$ cat src/design/periph_consts.svh
`ifndef PERIPH_CONSTS_SVH
`define PERIPH_CONSTS_SVH

`define PERIPH_DATA_W   16
`define PERIPH_ADDR_W   12

//////////////////////////////////////////////////
// register map

`define REG_PAD1_W0     12'h004  // raw report, low word first
`define REG_PAD1_W1     12'h005
`define REG_PAD1_W2     12'h006
`define REG_PAD2_W0     12'h007
`define REG_PAD2_W1     12'h008
`define REG_PAD2_W2     12'h009
`define REG_PAD1_D0     12'h00a  // decoded fields, read only
`define REG_PAD1_D1     12'h00b
`define REG_PAD1_D2     12'h00c
`define REG_PAD2_D0     12'h00d
`define REG_PAD2_D1     12'h00e
`define REG_PAD2_D2     12'h00f
`define REG_SYSCTL      12'h014
`define REG_TICKS       12'h015
`define REG_SPI_DATA    12'h020
`define REG_SPI_STAT    12'h021

//////////////////////////////////////////////////
`define SPI_BITS        16
`define SPI_HALF_CYCLES 32       // two per bit
`define PAD_RESET_VAL   48'h1234_5678_9abc

`endif

$ cat src/design/periph_pkg.sv
`include "periph_consts.svh"

package periph_pkg;

  typedef logic [`PERIPH_DATA_W-1:0]   word_t;
  typedef logic [`PERIPH_ADDR_W-1:0]   io_addr_t;
  typedef logic [3*`PERIPH_DATA_W-1:0] pad_raw_t;  // three bus words
  typedef logic [47:0]                 pad_dec_t;  // six byte fields
  typedef logic                        pad_idx_t;
  typedef logic [1:0]                  pad_word_t;

  // apb request, driven by the requester
  typedef struct packed {
    logic     sel;
    logic     enable;
    logic     write;
    io_addr_t addr;
    word_t    wdata;
  } apb_req_t;

  typedef struct packed {
    word_t rdata;
    logic  ready;
    logic  slverr;
  } apb_rsp_t;

  // one raw word into one pad report
  typedef struct packed {
    logic      en;
    pad_idx_t  pad;
    pad_word_t word;
    word_t     data;
  } pad_wr_t;

  typedef enum logic {SPI_IDLE, SPI_SHIFT} spi_state_e;

endpackage

$ cat src/design/apb_io_ctrl.sv
`timescale 1ns/1ps
`include "periph_consts.svh"

module apb_io_ctrl (
  input  logic                       clk50,
  input  logic                       SCKclock,
  input  periph_pkg::apb_req_t       apb_req_i,
  output periph_pkg::apb_rsp_t       apb_rsp_o,
  output logic                       spi_start_o,
  output periph_pkg::word_t          spi_tx_o,
  input  periph_pkg::word_t          spi_rx_i,
  input  logic                       spi_idle_i,
  output periph_pkg::pad_wr_t        pad_wr_o,
  input  periph_pkg::pad_raw_t [1:0] pad_raw_i,
  input  periph_pkg::pad_dec_t [1:0] pad_dec_i,
  output logic                       panel_pd_o
);

  periph_pkg::io_addr_t  addr;
  periph_pkg::pad_idx_t  pad_sel;
  periph_pkg::pad_word_t pad_word;
  periph_pkg::word_t     sysctl;
  periph_pkg::word_t     ticks;
  periph_pkg::word_t     rd_word;
  logic raw_hit, dec_hit;
  logic sysctl_hit, ticks_hit, spi_data_hit, spi_stat_hit;
  logic mapped, read_only;
  logic spi_wait, done, wr_done;

  function automatic periph_pkg::word_t pick_word(input periph_pkg::pad_raw_t rep,
                                                  input periph_pkg::pad_word_t idx);
    case (idx)
      2'd1:    return rep[31:16];
      2'd2:    return rep[47:32];
      default: return rep[15:0];
    endcase
  endfunction

  //////////////////////////////////////////////////
  // address decode

  assign addr = apb_req_i.addr;

  always_comb begin
    raw_hit  = 1'b0;
    dec_hit  = 1'b0;
    pad_sel  = '0;
    pad_word = '0;
    case (addr)
      `REG_PAD1_W0: {raw_hit, pad_sel, pad_word} = 4'b1_0_00;
      `REG_PAD1_W1: {raw_hit, pad_sel, pad_word} = 4'b1_0_01;
      `REG_PAD1_W2: {raw_hit, pad_sel, pad_word} = 4'b1_0_10;
      `REG_PAD2_W0: {raw_hit, pad_sel, pad_word} = 4'b1_1_00;
      `REG_PAD2_W1: {raw_hit, pad_sel, pad_word} = 4'b1_1_01;
      `REG_PAD2_W2: {raw_hit, pad_sel, pad_word} = 4'b1_1_10;
      `REG_PAD1_D0: {dec_hit, pad_sel, pad_word} = 4'b1_0_00;
      `REG_PAD1_D1: {dec_hit, pad_sel, pad_word} = 4'b1_0_01;
      `REG_PAD1_D2: {dec_hit, pad_sel, pad_word} = 4'b1_0_10;
      `REG_PAD2_D0: {dec_hit, pad_sel, pad_word} = 4'b1_1_00;
      `REG_PAD2_D1: {dec_hit, pad_sel, pad_word} = 4'b1_1_01;
      `REG_PAD2_D2: {dec_hit, pad_sel, pad_word} = 4'b1_1_10;
      default: ;
    endcase
  end

  assign sysctl_hit   = (addr == `REG_SYSCTL);
  assign ticks_hit    = (addr == `REG_TICKS);
  assign spi_data_hit = (addr == `REG_SPI_DATA);
  assign spi_stat_hit = (addr == `REG_SPI_STAT);

  assign mapped    = raw_hit | dec_hit | sysctl_hit | ticks_hit | spi_data_hit | spi_stat_hit;
  assign read_only = dec_hit | ticks_hit | spi_stat_hit;

  //////////////////////////////////////////////////
  // handshake

  // only a spi write into a busy engine stalls
  assign spi_wait = apb_req_i.sel & apb_req_i.write & spi_data_hit & ~spi_idle_i;
  assign done     = apb_req_i.sel & apb_req_i.enable & ~spi_wait;
  assign wr_done  = done & apb_req_i.write & mapped & ~read_only;

  always_comb begin
    rd_word = '0;  // unmapped reads 0
    if (raw_hit)
      rd_word = pick_word(pad_raw_i[pad_sel], pad_word);
    else if (dec_hit)
      rd_word = pick_word(pad_dec_i[pad_sel], pad_word);
    else if (sysctl_hit)
      rd_word = sysctl;
    else if (ticks_hit)
      rd_word = ticks;
    else if (spi_data_hit)
      rd_word = spi_rx_i;
    else if (spi_stat_hit)
      rd_word = {{(`PERIPH_DATA_W-1){1'b0}}, spi_idle_i};
  end

  assign apb_rsp_o.rdata  = apb_req_i.write ? '0 : rd_word;
  assign apb_rsp_o.ready  = ~spi_wait;
  assign apb_rsp_o.slverr = ~mapped | (apb_req_i.write & read_only);

  assign spi_start_o   = wr_done & spi_data_hit;
  assign spi_tx_o      = apb_req_i.wdata;
  assign pad_wr_o.en   = wr_done & raw_hit;
  assign pad_wr_o.pad  = pad_sel;
  assign pad_wr_o.word = pad_word;
  assign pad_wr_o.data = apb_req_i.wdata;

  always_ff @(posedge clk50 or posedge SCKclock) begin
    if (SCKclock) begin
      sysctl <= '0;
      ticks  <= '0;
    end else begin
      ticks <= ticks + periph_pkg::word_t'(1);
      if (wr_done && sysctl_hit)
        sysctl <= apb_req_i.wdata;
    end
  end

  assign panel_pd_o = sysctl[0];  // panel power-down

  a_start_when_idle : assert property (@(posedge clk50) disable iff (SCKclock)
    spi_start_o |-> spi_idle_i ##1 !spi_idle_i)
    else $error("spi start not taken by an idle engine");

  a_err_reads_zero : assert property (@(posedge clk50) disable iff (SCKclock)
    (apb_req_i.sel && apb_req_i.enable && apb_rsp_o.slverr) |-> (apb_rsp_o.rdata == '0))
    else $error("nonzero rdata with slverr");

endmodule

$ cat src/design/periph_top.sv
`timescale 1ns/1ps

module periph_top (
  input  logic                 clk50,
  input  logic                 SCKclock,
  input  periph_pkg::apb_req_t apb_req_i,
  output periph_pkg::apb_rsp_t apb_rsp_o,
  input  logic                 spi_miso_i,
  output logic                 spi_sck_o,
  output logic                 spi_mosi_o,
  output logic                 panel_pd_o
);

  logic                       spi_start;
  periph_pkg::word_t          spi_tx;
  periph_pkg::word_t          spi_rx;
  logic                       spi_idle;
  periph_pkg::pad_wr_t        pad_wr;
  periph_pkg::pad_raw_t [1:0] pad_raw;
  periph_pkg::pad_dec_t [1:0] pad_dec;

  apb_io_ctrl u_ctrl (
    .clk50       (clk50),
    .SCKclock    (SCKclock),
    .apb_req_i   (apb_req_i),
    .apb_rsp_o   (apb_rsp_o),
    .spi_start_o (spi_start),
    .spi_tx_o    (spi_tx),
    .spi_rx_i    (spi_rx),
    .spi_idle_i  (spi_idle),
    .pad_wr_o    (pad_wr),
    .pad_raw_i   (pad_raw),
    .pad_dec_i   (pad_dec),
    .panel_pd_o  (panel_pd_o)
  );

  spi_engine u_spi (
    .clk50    (clk50),
    .SCKclock (SCKclock),
    .start_i  (spi_start),
    .tx_i     (spi_tx),
    .rx_o     (spi_rx),
    .idle_o   (spi_idle),
    .sck_o    (spi_sck_o),
    .mosi_o   (spi_mosi_o),
    .miso_i   (spi_miso_i)
  );

  wii_pad_regs u_pads (
    .clk50     (clk50),
    .SCKclock  (SCKclock),
    .pad_wr_i  (pad_wr),
    .pad_raw_o (pad_raw),
    .pad_dec_o (pad_dec)
  );

endmodule

$ cat src/design/spi_engine.sv
`timescale 1ns/1ps
`include "periph_consts.svh"

module spi_engine (
  input  logic              clk50,
  input  logic              SCKclock,
  input  logic              start_i,
  input  periph_pkg::word_t tx_i,
  output periph_pkg::word_t rx_o,
  output logic              idle_o,
  output logic              sck_o,
  output logic              mosi_o,
  input  logic              miso_i
);

  localparam int CNT_W = $clog2(`SPI_HALF_CYCLES);

  periph_pkg::spi_state_e state;
  logic [CNT_W-1:0]       half_cnt;
  periph_pkg::word_t      shifter;
  logic                   last_half;

  assign last_half = (half_cnt == CNT_W'(`SPI_HALF_CYCLES - 1));

  always_ff @(posedge clk50 or posedge SCKclock) begin
    if (SCKclock) begin
      state    <= periph_pkg::SPI_IDLE;
      half_cnt <= '0;
    end else begin
      case (state)
        periph_pkg::SPI_IDLE: begin
          if (start_i)
            state <= periph_pkg::SPI_SHIFT;
        end
        periph_pkg::SPI_SHIFT: begin
          half_cnt <= half_cnt + CNT_W'(1);  // wraps back to 0
          if (last_half)
            state <= periph_pkg::SPI_IDLE;
        end
        default: state <= periph_pkg::SPI_IDLE;
      endcase
    end
  end

  // load on start, sample miso at the end of each high half
  always_ff @(posedge clk50) begin
    if (state == periph_pkg::SPI_IDLE && start_i)
      shifter <= tx_i;
    else if (state == periph_pkg::SPI_SHIFT && half_cnt[0])
      shifter <= {shifter[`SPI_BITS-2:0], miso_i};
  end

  assign rx_o   = shifter;
  assign mosi_o = shifter[`SPI_BITS-1];
  assign sck_o  = half_cnt[0];  // low while idle
  assign idle_o = (state == periph_pkg::SPI_IDLE);

  a_sck_quiet : assert property (@(posedge clk50) disable iff (SCKclock)
    idle_o |-> !sck_o)
    else $error("sck high while idle");

endmodule

$ cat src/design/wii_pad_regs.sv
`timescale 1ns/1ps
`include "periph_consts.svh"

module wii_pad_regs (
  input  logic                       clk50,
  input  logic                       SCKclock,
  input  periph_pkg::pad_wr_t        pad_wr_i,
  output periph_pkg::pad_raw_t [1:0] pad_raw_o,
  output periph_pkg::pad_dec_t [1:0] pad_dec_o
);

  for (genvar p = 0; p < 2; p++) begin : g_pad
    periph_pkg::pad_raw_t raw;
    logic [5:0]           lx, ly;
    logic [4:0]           rx, ry, lt, rt;
    logic                 hit;

    assign hit = pad_wr_i.en && (pad_wr_i.pad == periph_pkg::pad_idx_t'(p));

    always_ff @(posedge clk50 or posedge SCKclock) begin
      if (SCKclock) begin
        raw <= `PAD_RESET_VAL;
      end else if (hit) begin
        case (pad_wr_i.word)
          2'd0:    raw[15:0]  <= pad_wr_i.data;
          2'd1:    raw[31:16] <= pad_wr_i.data;
          2'd2:    raw[47:32] <= pad_wr_i.data;
          default: ;
        endcase
      end
    end

    //////////////////////////////////////////////////
    // field decode, low 32 bits only

    assign lx = raw[5:0];
    assign ly = raw[13:8];
    assign rx = {raw[7:6], raw[15:14], raw[23]};  // split over three bytes
    assign ry = raw[20:16];
    assign lt = {raw[22:21], raw[31:29]};
    assign rt = raw[28:24];

    assign pad_raw_o[p] = raw;
    // word 2 rt/lt, word 1 ry/rx, word 0 ly/lx
    assign pad_dec_o[p] = {3'b000, rt, 3'b000, lt,
                           3'b000, ry, 3'b000, rx,
                           2'b00,  ly, 2'b00,  lx};
  end

endmodule

$ cat config.mk
export PLATFORM = sky130hd
export DESIGN_NAME = periph_top
export DESIGN_NICKNAME = d
export VERILOG_FILES = /design/src/design/periph_pkg.sv /design/src/design/apb_io_ctrl.sv /design/src/design/periph_top.sv /design/src/design/spi_engine.sv /design/src/design/wii_pad_regs.sv
export VERILOG_INCLUDE_DIRS = /design/src /design/src/design
export SDC_FILE = /design/constraint.sdc
export NUM_CORES = 1
export LEC_CHECK = 0
export ABC_CLOCK_PERIOD_IN_PS = 4400
export BUFFER_PORTS_ARGS = -buffer_cell sky130_fd_sc_hd__buf_4
export CAP_MARGIN = 20
export CORE_ASPECT_RATIO = 0.6
export CORE_MARGIN = 1
export CORE_UTILIZATION = 35
export CTS_BUF_LIST = sky130_fd_sc_hd__clkbuf_2 sky130_fd_sc_hd__clkbuf_4 sky130_fd_sc_hd__clkbuf_8
export DETAILED_ROUTE_END_ITERATION = 8
export GPL_TIMING_DRIVEN = 0
export PLACE_DENSITY = 0.6
export SETUP_SLACK_MARGIN = 0.5
export SYNTH_ARGS = -nofsm -noshare
export SYNTH_HDL_FRONTEND = slang
export SYNTH_SLANG_ARGS = --single-unit
$ cat constraint.sdc
create_clock -name clk50 -period 4.4 [get_ports clk50]
set_input_delay 0.22 -clock clk50 [delete_from_list [all_inputs] [get_ports clk50]]
set_output_delay 0.22 -clock clk50 [all_outputs]
set_load 0.02 [all_outputs]
==> impl_metrics.toml, run 1 <==
[status]
status = "finished, final reports clean"

[route]
detail-route-antenna-nets = 0
routedWlPerCell_um = 22.5
vias_per_cell = 5.73
drc = 0
drt-total-wl_mm = 23.2
vias = 5898
drt-pass1-iter-count = 6
drtIter0Drc = 716

[synth]
syn-cell-area_um2 = 7780
ys_ff_latch = 150
synth_seq_area_share_pct = 50.0
avgSynthCellArea_um2 = 11.7
synthArstFlopShare_pct = 89.3
synth_edf_count = 16
synthesis.nets = 704
synth_cells = 664
synth_ff_type = "dfrtp_1"
yosysWarnings = 0
yosysUniqueCellTypes = 66

[global_route]
first_global_vias = 5595
antenna_found_initial = 0
track_usage_pct = 20.9
grt_max_degree = 83
overflow = 0
grt_pass1_wl_mm = 35.5

[sta]
fin_crit_sh_pct = 84.0
finalClockSkew_ps = 11.6
fin_tns_setup_ps = 0
worst_slew_pin_slew_ps = 878
fin_crit_ps = 3700
holdWs_ps = 64.9
slew_headroom_pct = 41.0
fmax_mhz = 270
drv_slew = 0
hold_viol = 0
rsz0062_at_grt = "yes"
setup_viol = 0

[layout]
stdcell_area_um2 = 9030
final_cell_mix = "mux2_2 (145), dfrtp_1 (90), nand2_1 (56)"
layout_commonest_cell = "mux2_2"
layout.nets = 778
layout-drive-gt1-share_pct = 42.2
syn_to_final_growth_pct = 16.0
n_antenna_cell = 0
nFillCells = 2029

[power]
vdd_drop_max_mv = 0.196
cellLeakagePower_nw = 4.06
power.density_nw_per_um2 = 303

[setup_path]
critPathBufInv = 6
worst_ep_required_time_ps = 4180
critPathKind = "primary input to primary output"
cp-end-kind = "primary output"
critPathMaxFanout = 10
slowest_delay_ps = 350
cp-start-kind = "primary input"
crit_family = "buffers and inverters"
path_depth = 14
slowest_stage = "clkbuf_1"
r2r_cells = 6
crit_path_cell_trace = "buf_4 > clkbuf_1 > clkbuf_2 > o21ai_0 > a32oi_1 > nand2b_1 > ha_1 > clkbuf_2 > clkbuf_2 > a31oi_1 > o211ai_1 > a31oi_1 > a21oi_1 > buf_4"
rrSetupSlack_ps = 1610
crit_top_cell = "clkbuf_2"
cp_data_arrival_time_ps = 3480

[min_path]
hold_depth = 2
holdCritPathClass = "primary input to register"

[clock_tree]
h-tree-depth = 4
cts_inserted_buffers = 17
cts_setup_buffers = 0
root_buffer = "clkbuf_8"
cts_tree = "built"
clkSinkCount = 150
clk_pin_slew_ps = 90
clk_latency_ps = 460
clock_path_buffers = 2

[floorplan]
fp.coreArea_um2 = 21400
rows = 41
die_h_um = 118
design.die.area_um2 = 22900
die_w_um = 195
initial_core_util_pct = 36.4
io_pins = 55

[placed_design]
globalplace.congestion = 0.908
place_area_um2 = 8560
portBuffers = 53
hpwl_mm = 16.9

[job]
maxCapViolCount = 0
[registers in the layout, indices dropped and copies added, names as in the netlist]
signal / count
u_pads.g_pad.raw: 96
u_ctrl.sysctl: 16
u_ctrl.ticks: 16
u_spi.rx_o: 16
u_spi.half_cnt: 5
u_spi.state: 1
[stage by stage]
step	util (%)	std cells	power [mW]	setup slack, ps
after floorplan	-	664	1.48	670
after global placement	39.9	996	1.55	-1190
after detailed placement	40.0	997	1.56	367
after CTS	42.2	1030	2.76	516
after global routing	42.2	1030	2.82	498
final	42.2	1030	2.74	702
[area by class of cell]
| class | count | area (um2) | share of cell area, % |
|---|---|---|---|
| Multi-Input combinational cell | 465 | 3650 | 40.5 |
| Inverter | 8 | 35.0 | 0.388 |
| Tap cell | 279 | 349 | 3.87 |
| Clock buffer | 20 | 263 | 2.91 |
| Timing Repair Buffer | 55 | 435 | 4.82 |
| Buffer | 41 | 228 | 2.52 |
| Sequential cell | 150 | 3890 | 43.1 |
| Clock inverter | 12 | 179 | 1.98 |
[worst reg2reg max path, stage by stage, from the launching register on]
cell      delay [ps]
dfrtp_1          360
clkbuf_1         240
a21oi_2          450
and3_1           210
buf_2            260
buf_2            310
a21o_1           580
[final timing paths]
kind / from / end
max: apb_req_i[16] / apb_rsp_o[2]
min: apb_req_i[9] / u_pads.g_pad[1].raw[25]
max reg2reg: u_spi.state / u_spi.rx_o[15]
min reg2reg: u_spi.half_cnt[3] / u_spi.half_cnt[3]
max in group asynchronous: SCKclock / u_pads.g_pad[1].raw[12]
min in group asynchronous: SCKclock / u_pads.g_pad[1].raw[33]
[metal layers]
layer	wire (um)	GRT usage, %	vias up
li1	-	-	2620
met1	11800	33.7	2984
met2	9030	26.3	277
met3	2240	6.07	17
met4	139	4.66	0
met5	0	0	-
[logic make-up (layout without fill, tap and decap cells)]
group	Yosys count	in the layout	share of synthesized area [%]
AO/OA/AOI/OAI	108	108	9.97
XOR/XNOR	18	18	2.03
adder cells (fa/ha/maj)	6	6	0.964
buffers and inverters	49	136	3.20
flip-flops	150	150	50.0
multiplexers	158	158	22.7
AND/OR/NAND/NOR	175	175	11.2
[Yosys cell counts (3+ instances only)]
cell type | instances | share of area [%]
a21oi_1 | 17 | 1.1
a22oi_1 | 5 | 0.48
a22o_1 | 6 | 0.68
xnor2_1 | 13 | 1.5
inv_1 | 8 | 0.39
nand2_2 | 4 | 0.32
mux2i_1 | 12 | 1.5
edfxtp_1 | 16 | 6.2
o21ai_0 | 20 | 1.3
o211ai_1 | 5 | 0.48
ha_1 | 6 | 0.96
and3_1 | 8 | 0.64
a221oi_1 | 7 | 0.79
a211oi_1 | 3 | 0.29
dfrtp_1 | 90 | 29
nor2_1 | 24 | 1.2
clkbuf_1 | 21 | 1.0
nor3_1 | 20 | 1.3
a31oi_1 | 9 | 0.72
and2_1 | 4 | 0.32
o22ai_1 | 5 | 0.40
xor2_1 | 5 | 0.56
nand3_1 | 26 | 1.7
dfstp_2 | 44 | 15
mux2_2 | 145 | 21
nand4_1 | 10 | 0.80
a222oi_1 | 7 | 0.90
buf_2 | 15 | 0.96
or3_1 | 4 | 0.32
nand2_1 | 56 | 2.7
[timing repair]
| item | 4_1_cts | 5_1_grt |
|---|---|---|
| endpoints found under the hold margin | 30 | 0 |
| cloned | 0 | 0 |
| gates resized for setup | 3 | 12 |
| setup endpoints to repair | 10 | 16 |
| hold buffers | 1 | 0 |
[power breakdown]
group          leakage (nW)  switching [mW]  internal [mW]  total [mW]
combinational          1.99          0.0934         0.0416       0.135
sequential             1.84        0.000706           1.40        1.40
clock                 0.227           0.559          0.647        1.21
No activity file was read; power rests on OpenSTA's default activity.
==> run 2, diff against run 1 <==
--- a/config.mk
+++ b/config.mk
@@ -6,7 +6,8 @@
 export SDC_FILE = /design/constraint.sdc
 export NUM_CORES = 1
 export LEC_CHECK = 0
-export ABC_CLOCK_PERIOD_IN_PS = 4400
+export ABC_AREA = 1
+export ABC_CLOCK_PERIOD_IN_PS = 3100
 export BUFFER_PORTS_ARGS = -buffer_cell sky130_fd_sc_hd__buf_4
 export CAP_MARGIN = 20
 export CORE_ASPECT_RATIO = 0.6
@@ -15,7 +16,7 @@
 export CTS_BUF_LIST = sky130_fd_sc_hd__clkbuf_2 sky130_fd_sc_hd__clkbuf_4 sky130_fd_sc_hd__clkbuf_8
 export DETAILED_ROUTE_END_ITERATION = 8
 export GPL_TIMING_DRIVEN = 0
-export PLACE_DENSITY = 0.6
+export PLACE_DENSITY = 0.62
 export SETUP_SLACK_MARGIN = 0.5
 export SYNTH_ARGS = -nofsm -noshare
 export SYNTH_HDL_FRONTEND = slang
==> constraint.sdc (replaced) <==
create_clock -name clk50 -period 3.1 [get_ports clk50]
set_input_delay 0.155 -clock clk50 [delete_from_list [all_inputs] [get_ports clk50]]
set_output_delay 0.155 -clock clk50 [all_outputs]
set_load 0.02 [all_outputs]
==> impl_metrics.toml, run 2 <==
[status]
status = "finished, final reports clean"

[sta]
hold_viol = 0
worst_slew_pin_slew_ps = 691
finalClockSkew_ps = 11.6
fmax_mhz = 396
drv_slew = 0
fin_crit_ps = 2520
rsz0062_at_grt = "yes"
fin_crit_sh_pct = 81.4
setup_viol = 0
slew_headroom_pct = 53.5

[clock_tree]
clock_path_buffers = 2
clkSinkCount = 150
root_buffer = "clkbuf_8"
clk_latency_ps = 490
h-tree-depth = 4
cts_inserted_buffers = 17
cts_tree = "built"
clk_pin_slew_ps = 90

[synth]
ys_ff_latch = 150
yosysUniqueCellTypes = 37
synth_area_leaders = "dfrtp_1 (28%), nand2_1 (15%), dfstp_2 (15%), edfxtp_1 (6.0%), o21ai_1 (5.0%)"
synth_seq_area_share_pct = 48.8
synthesis.nets = 1023
avgSynthCellArea_um2 = 8.11
synthArstFlopShare_pct = 89.3
synth_top_area_cell = "dfrtp_1"
synth.most_common_cell = "nand2_1"
synth_edf_count = 16
synth_top_area_share_pct = 28.3
yosysWarnings = 0
syn-cell-area_um2 = 7970
synth_ff_type = "dfrtp_1"
synth_cells = 983
synthTopCellsByCount = "nand2_1 (321), dfrtp_1 (90), o21ai_1 (80)"

[route]
drt-pass1-iter-count = 7
drt-total-wl_mm = 27.1
vias_per_cell = 5.31
vias = 7369
detail-route-antenna-nets = 0
routedWlPerCell_um = 19.5
drtIter0Drc = 960
drc = 0

[global_route]
grt_pass1_wl_mm = 41.0
track_usage_pct = 23.9
first_global_vias = 6838
overflow = 0
grt_max_degree = 41
antenna_found_initial = 0

[layout]
layout_commonest_cell = "nand2_1"
regMostFlops = "u_pads.g_pad.raw"
syn_to_final_growth_pct = 20.1
nFillCells = 2308
largest_reg_flops = 96
layout.nets = 1108
final_cell_mix = "nand2_1 (316), dfrtp_1 (90), o21ai_1 (87)"
stdcell_area_um2 = 9570
layout-drive-gt1-share_pct = 24.1
n_antenna_cell = 0

[power]
finalPower_mw = 3.84
cellLeakagePower_nw = 4.23
vdd_drop_max_mv = 0.257
power.density_nw_per_um2 = 401

[setup_path]
slowest_delay_ps = 270
cp-end-kind = "primary output"
critPathKind = "primary input to primary output"
crit_family = "buffers and inverters"
slowest_stage = "a21oi_2"
critPathMaxFanout = 10
cp-start-kind = "primary input"
rrSetupSlack_ps = 710
critPathBufInv = 6
worst_ep_required_time_ps = 2940
crit_path_cell_trace = "buf_4 > nor2_2 > inv_2 > nand2_1 > nor2_1 > o21ai_1 > nand2_2 > inv_1 > ha_1 > buf_6 > buf_6 > o21ai_0 > o21ai_0 > nand3_1 > a21oi_2 > buf_4"
cp_data_arrival_time_ps = 2370

[placed_design]
portBuffers = 53
globalplace.congestion = 0.970
hpwl_mm = 20.0
place_area_um2 = 8820

[floorplan]
die_h_um = 119
design.die.area_um2 = 23400
io_pins = 55
die_w_um = 197
rows = 42
fp.coreArea_um2 = 22200
initial_core_util_pct = 35.9

[min_path]
holdCritPathClass = "primary input to register"

[job]
maxCapViolCount = 0
## run 2: power breakdown
group	internal, mW	total, mW	switching (mW)
sequential	1.98	1.98	0.00000464
clock	0.876	1.68	0.800
combinational	0.0493	0.177	0.127
total	2.91	3.84	0.927
## run 2: cells by family (layout without fill, tap and decap cells)
logic type                 count (synthesis)  in the layout  synth area share (%)
and+or+nand+nor                          480            481                  26.8
AOI/OAI and AO/OA                        211            211                  14.5
DFF                                      150            150                  48.8
buffers and inverters                    121            218                  7.32
xor gates and xnor gates                  15             15                  1.65
adders and majority gates                  6              6                 0.942
## run 2: cell type report
cell class | instances | area [um2] | area share (%)
clock inverters | 14 | 184 | 1.92
well taps | 308 | 385 | 4.03
multi-input cells | 713 | 3680 | 38.4
repair buffers | 65 | 538 | 5.62
flip-flops and latches | 150 | 3890 | 40.6
plain buffers | 52 | 390 | 4.08
inverters | 69 | 265 | 2.77
clock buffers | 18 | 241 | 2.52
## run 2: final timing paths
kind / from / endpoint / depth (start not counted)
max in group asynchronous: SCKclock / u_pads.g_pad[0].raw[26] / 6
setup / recovery: apb_req_i[17] / apb_rsp_o[7] / 16
hold / removal: apb_req_i[9] / u_pads.g_pad[0].raw[9] / 3
setup reg to reg: u_spi.state / u_spi.rx_o[11] / 7
hold reg to reg: u_pads.g_pad[1].raw[22] / u_pads.g_pad[1].raw[22] / 2
min in group asynchronous: SCKclock / u_pads.g_pad[0].raw[0] / 3
## run 2: through the flow
step / instances / hold WS, ps / TNS [ps] / worst slack [ps] / util, %
after CTS: 1382 / 95.7 / 0 / 470 / 42.1
after global routing: 1389 / 114 / 0 / 448 / 43.2
after detailed placement: 1347 / 290 / -180 / -54.3 / 39.8
after global placement: 1344 / 460 / -193 / -59.6 / 39.5
after floorplan: 983 / 346 / 0 / 781 / -
final: 1389 / 95.9 / 0 / 576 / 43.2
## run 2: routing by layer
layer  track usage, %  up-vias  share of wire (%)
met1             39.0     3576                 50
met3             7.42       20                 12
met5                0        -                  0
met2             29.6      363                 37
li1                 -     3410                  -
met4             4.60        0               0.78
## run 2: repair_timing
action	4_1_cts	5_1_grt
endpoints found under the setup margin	32	32
endpoints found under the hold margin	16	0
gates resized for setup	28	60
hold buffers	2	0
gates cloned	1	0
pin swaps	2	10
setup buffers	0	7
## run 2: worst reg2reg max path, stage by stage (launching register included)
cell and delay, ps:
dfrtp_1 370, clkbuf_1 210, inv_1 170, nor2_1 90, nor2_1 240, nand4_1 300, clkbuf_2 290, nand2_2 360
==> run 3, diff against run 2 <==
--- a/config.mk
+++ b/config.mk
@@ -7,7 +7,7 @@
 export NUM_CORES = 1
 export LEC_CHECK = 0
 export ABC_AREA = 1
-export ABC_CLOCK_PERIOD_IN_PS = 3100
+export ABC_CLOCK_PERIOD_IN_PS = 2300
 export BUFFER_PORTS_ARGS = -buffer_cell sky130_fd_sc_hd__buf_4
 export CAP_MARGIN = 20
 export CORE_ASPECT_RATIO = 0.6
==> constraint.sdc (replaced) <==
create_clock -name clk50 -period 2.3 [get_ports clk50]
set_input_delay 0.115 -clock clk50 [delete_from_list [all_inputs] [get_ports clk50]]
set_output_delay 0.115 -clock clk50 [all_outputs]
set_load 0.02 [all_outputs]
==> impl_metrics.toml, run 3 (same netlist as run 2, synthesis figures left out) <==
[status]
status = "finished, final reports clean"

[clock_tree]
clock_path_buffers = 2
h-tree-depth = 4
clkSinkCount = 150
root_buffer = "clkbuf_8"
clk_pin_slew_ps = 90
cts_tree = "built"
cts_inserted_buffers = 17
clk_latency_ps = 490

[floorplan]
die_h_um = 119
initial_core_util_pct = 35.9
fp.coreArea_um2 = 22200
rows = 42
die_w_um = 197
io_pins = 55
design.die.area_um2 = 23400

[setup_path]
cp_data_arrival_time_ps = 2090
critPathKind = "primary input to primary output"
worst_ep_required_time_ps = 2180
critPathMaxFanout = 5
cp-end-kind = "primary output"
cp-start-kind = "primary input"

[power]
vdd_drop_max_mv = 0.370
p_sw_mw = 1.31
swShare_pct = 25.5
p_clk_share_pct = 42.4
cellLeakagePower_nw = 5.36
p_int_mw = 3.84
p_seq_share_pct = 51.9
p_comb_share_pct = 5.7
power.density_nw_per_um2 = 415

[route]
drt-total-wl_mm = 32.0
vias = 8111
detail-route-antenna-nets = 0
drtIter0Drc = 836
routedWlPerCell_um = 21.6
drc = 0
drt-pass1-iter-count = 6
vias_per_cell = 5.48

[global_route]
overflow = 0
track_usage_pct = 25.4
first_global_vias = 7235
antenna_found_initial = 0
grt_pass1_wl_mm = 43.5
grt_max_degree = 42

[layout]
fin_cells = 1481
syn_to_final_growth_pct = 55.8
final_cell_mix = "nand2_1 (226), dfrtp_1 (90), buf_4 (86)"
regMostFlops = "u_pads.g_pad.raw"
layout.nets = 1200
n_antenna_cell = 0
largest_reg_flops = 96
layout_commonest_cell = "nand2_1"
final_util_pct = 56.0
layout-drive-gt1-share_pct = 49.8

[sta]
fin_crit_ps = 2210
slew_headroom_pct = 39.8
fin_tns_setup_ps = 0
drv_slew = 0
finalClockSkew_ps = 12.6
rsz0062_at_grt = "yes"
setup_viol = 0
fin_crit_sh_pct = 95.9
hold_viol = 0
fmax_mhz = 453
worst_slew_pin_slew_ps = 902
worst_slack_ps = 93.7

[job]
maxCapViolCount = 0

[placed_design]
dp.cells = 1348
pre_cts_ws_ps = -328
globalplace.congestion = 0.918
hpwl_mm = 19.8
portBuffers = 53

[min_path]
holdCritPathClass = "primary input to register"
-- run 3: cell types whose count changed in the layout (fill, tap and decap cells not counted), sizes merged --
cell | before | now
clkinv | 6 | 8
nand2 | 326 | 327
buf | 98 | 174
bufinv | 4 | 3
clkbuf | 35 | 49
-- run 3: path summary, 6_finish.rpt --
path / startpoint / endpoint / slack, ps / depth (start not counted)
worst max-delay path: apb_req_i[26] / apb_rsp_o[4] / 90 / 16
worst min-delay path: apb_req_i[8] / u_pads.g_pad[0].raw[8] / 80 / 3
worst max register to register: u_spi.state / u_pads.g_pad[1].raw[39] / 420 / 12
worst min register to register: u_pads.g_pad[0].raw[22] / u_pads.g_pad[0].raw[22] / 470 / 2
max in group asynchronous: SCKclock / u_pads.g_pad[1].raw[44] / 1270 / 5
min in group asynchronous: SCKclock / u_ctrl.sysctl[1] / 190 / 3
-- run 3: worst max-delay path: stages --
cell and delay (ps):
buf_6 100, nor2_4 110, nand2_4 100, nor2_4 170
nand3_2 100, nand2_2 120, buf_6 110, ha_4 170
clkbuf_16 180, nand3_4 100, nand3_2 100, nand2_1 50
nand2_1 50, nand2_1 70, a21oi_2 250, buf_4 190
-- run 3: power by group through the flow --
stage               sequential (mW)  clock (mW)  combinational, mW
floorplan                      2.72           0              0.105
global placement               2.72           0              0.214
detailed placement             2.72           0              0.233
CTS                            2.67        2.18              0.260
global route                   2.67        2.29              0.315
finish                         2.67        2.18              0.293
-- run 3: cell type report --
| cell class | instances | area, um2 |
|---|---|---|
| timing repair buffer | 155 | 1800 |
| buffer | 52 | 701 |
| clock buffer | 18 | 241 |
| inverter | 69 | 297 |
| multi-input combinational | 714 | 4940 |
| clock inverter | 14 | 159 |
| timing repair inverter | 1 | 8.76 |
| sequential | 150 | 3890 |
| fill | 1892 | 9760 |
| tap | 308 | 385 |
-- run 3: what timing repair did --
action,in CTS,in global routing
pin swaps,50,56
gates resized for setup,163,335
hold buffers,2,0
endpoints found under the hold margin,53,0
setup endpoints to repair,169,164
setup buffers,53,22
gates cloned,10,14
-- run 3: metal layers --
| metal | routed length (um) | global-route usage [%] |
|---|---|---|
| met1 | 14700 | 41.6 |
| met2 | 12500 | 31.7 |
| met3 | 4390 | 7.11 |
| met4 | 381 | 4.89 |
| met5 | 0 | 3.27 |
-- run 3: through the flow --
stage | power (mW) | instance area [um2] | hold WS [ps]
5_1_grt | 5.28 | 12400 | 98.2
3_5_place_dp | 2.96 | 9090 | 141
2_1_floorplan | 2.83 | 8220 | 306
4_1_cts | 5.12 | 10800 | 36.9
3_3_place_gp | 2.94 | 9010 | 406
6_report | 5.15 | 12400 | 84.0
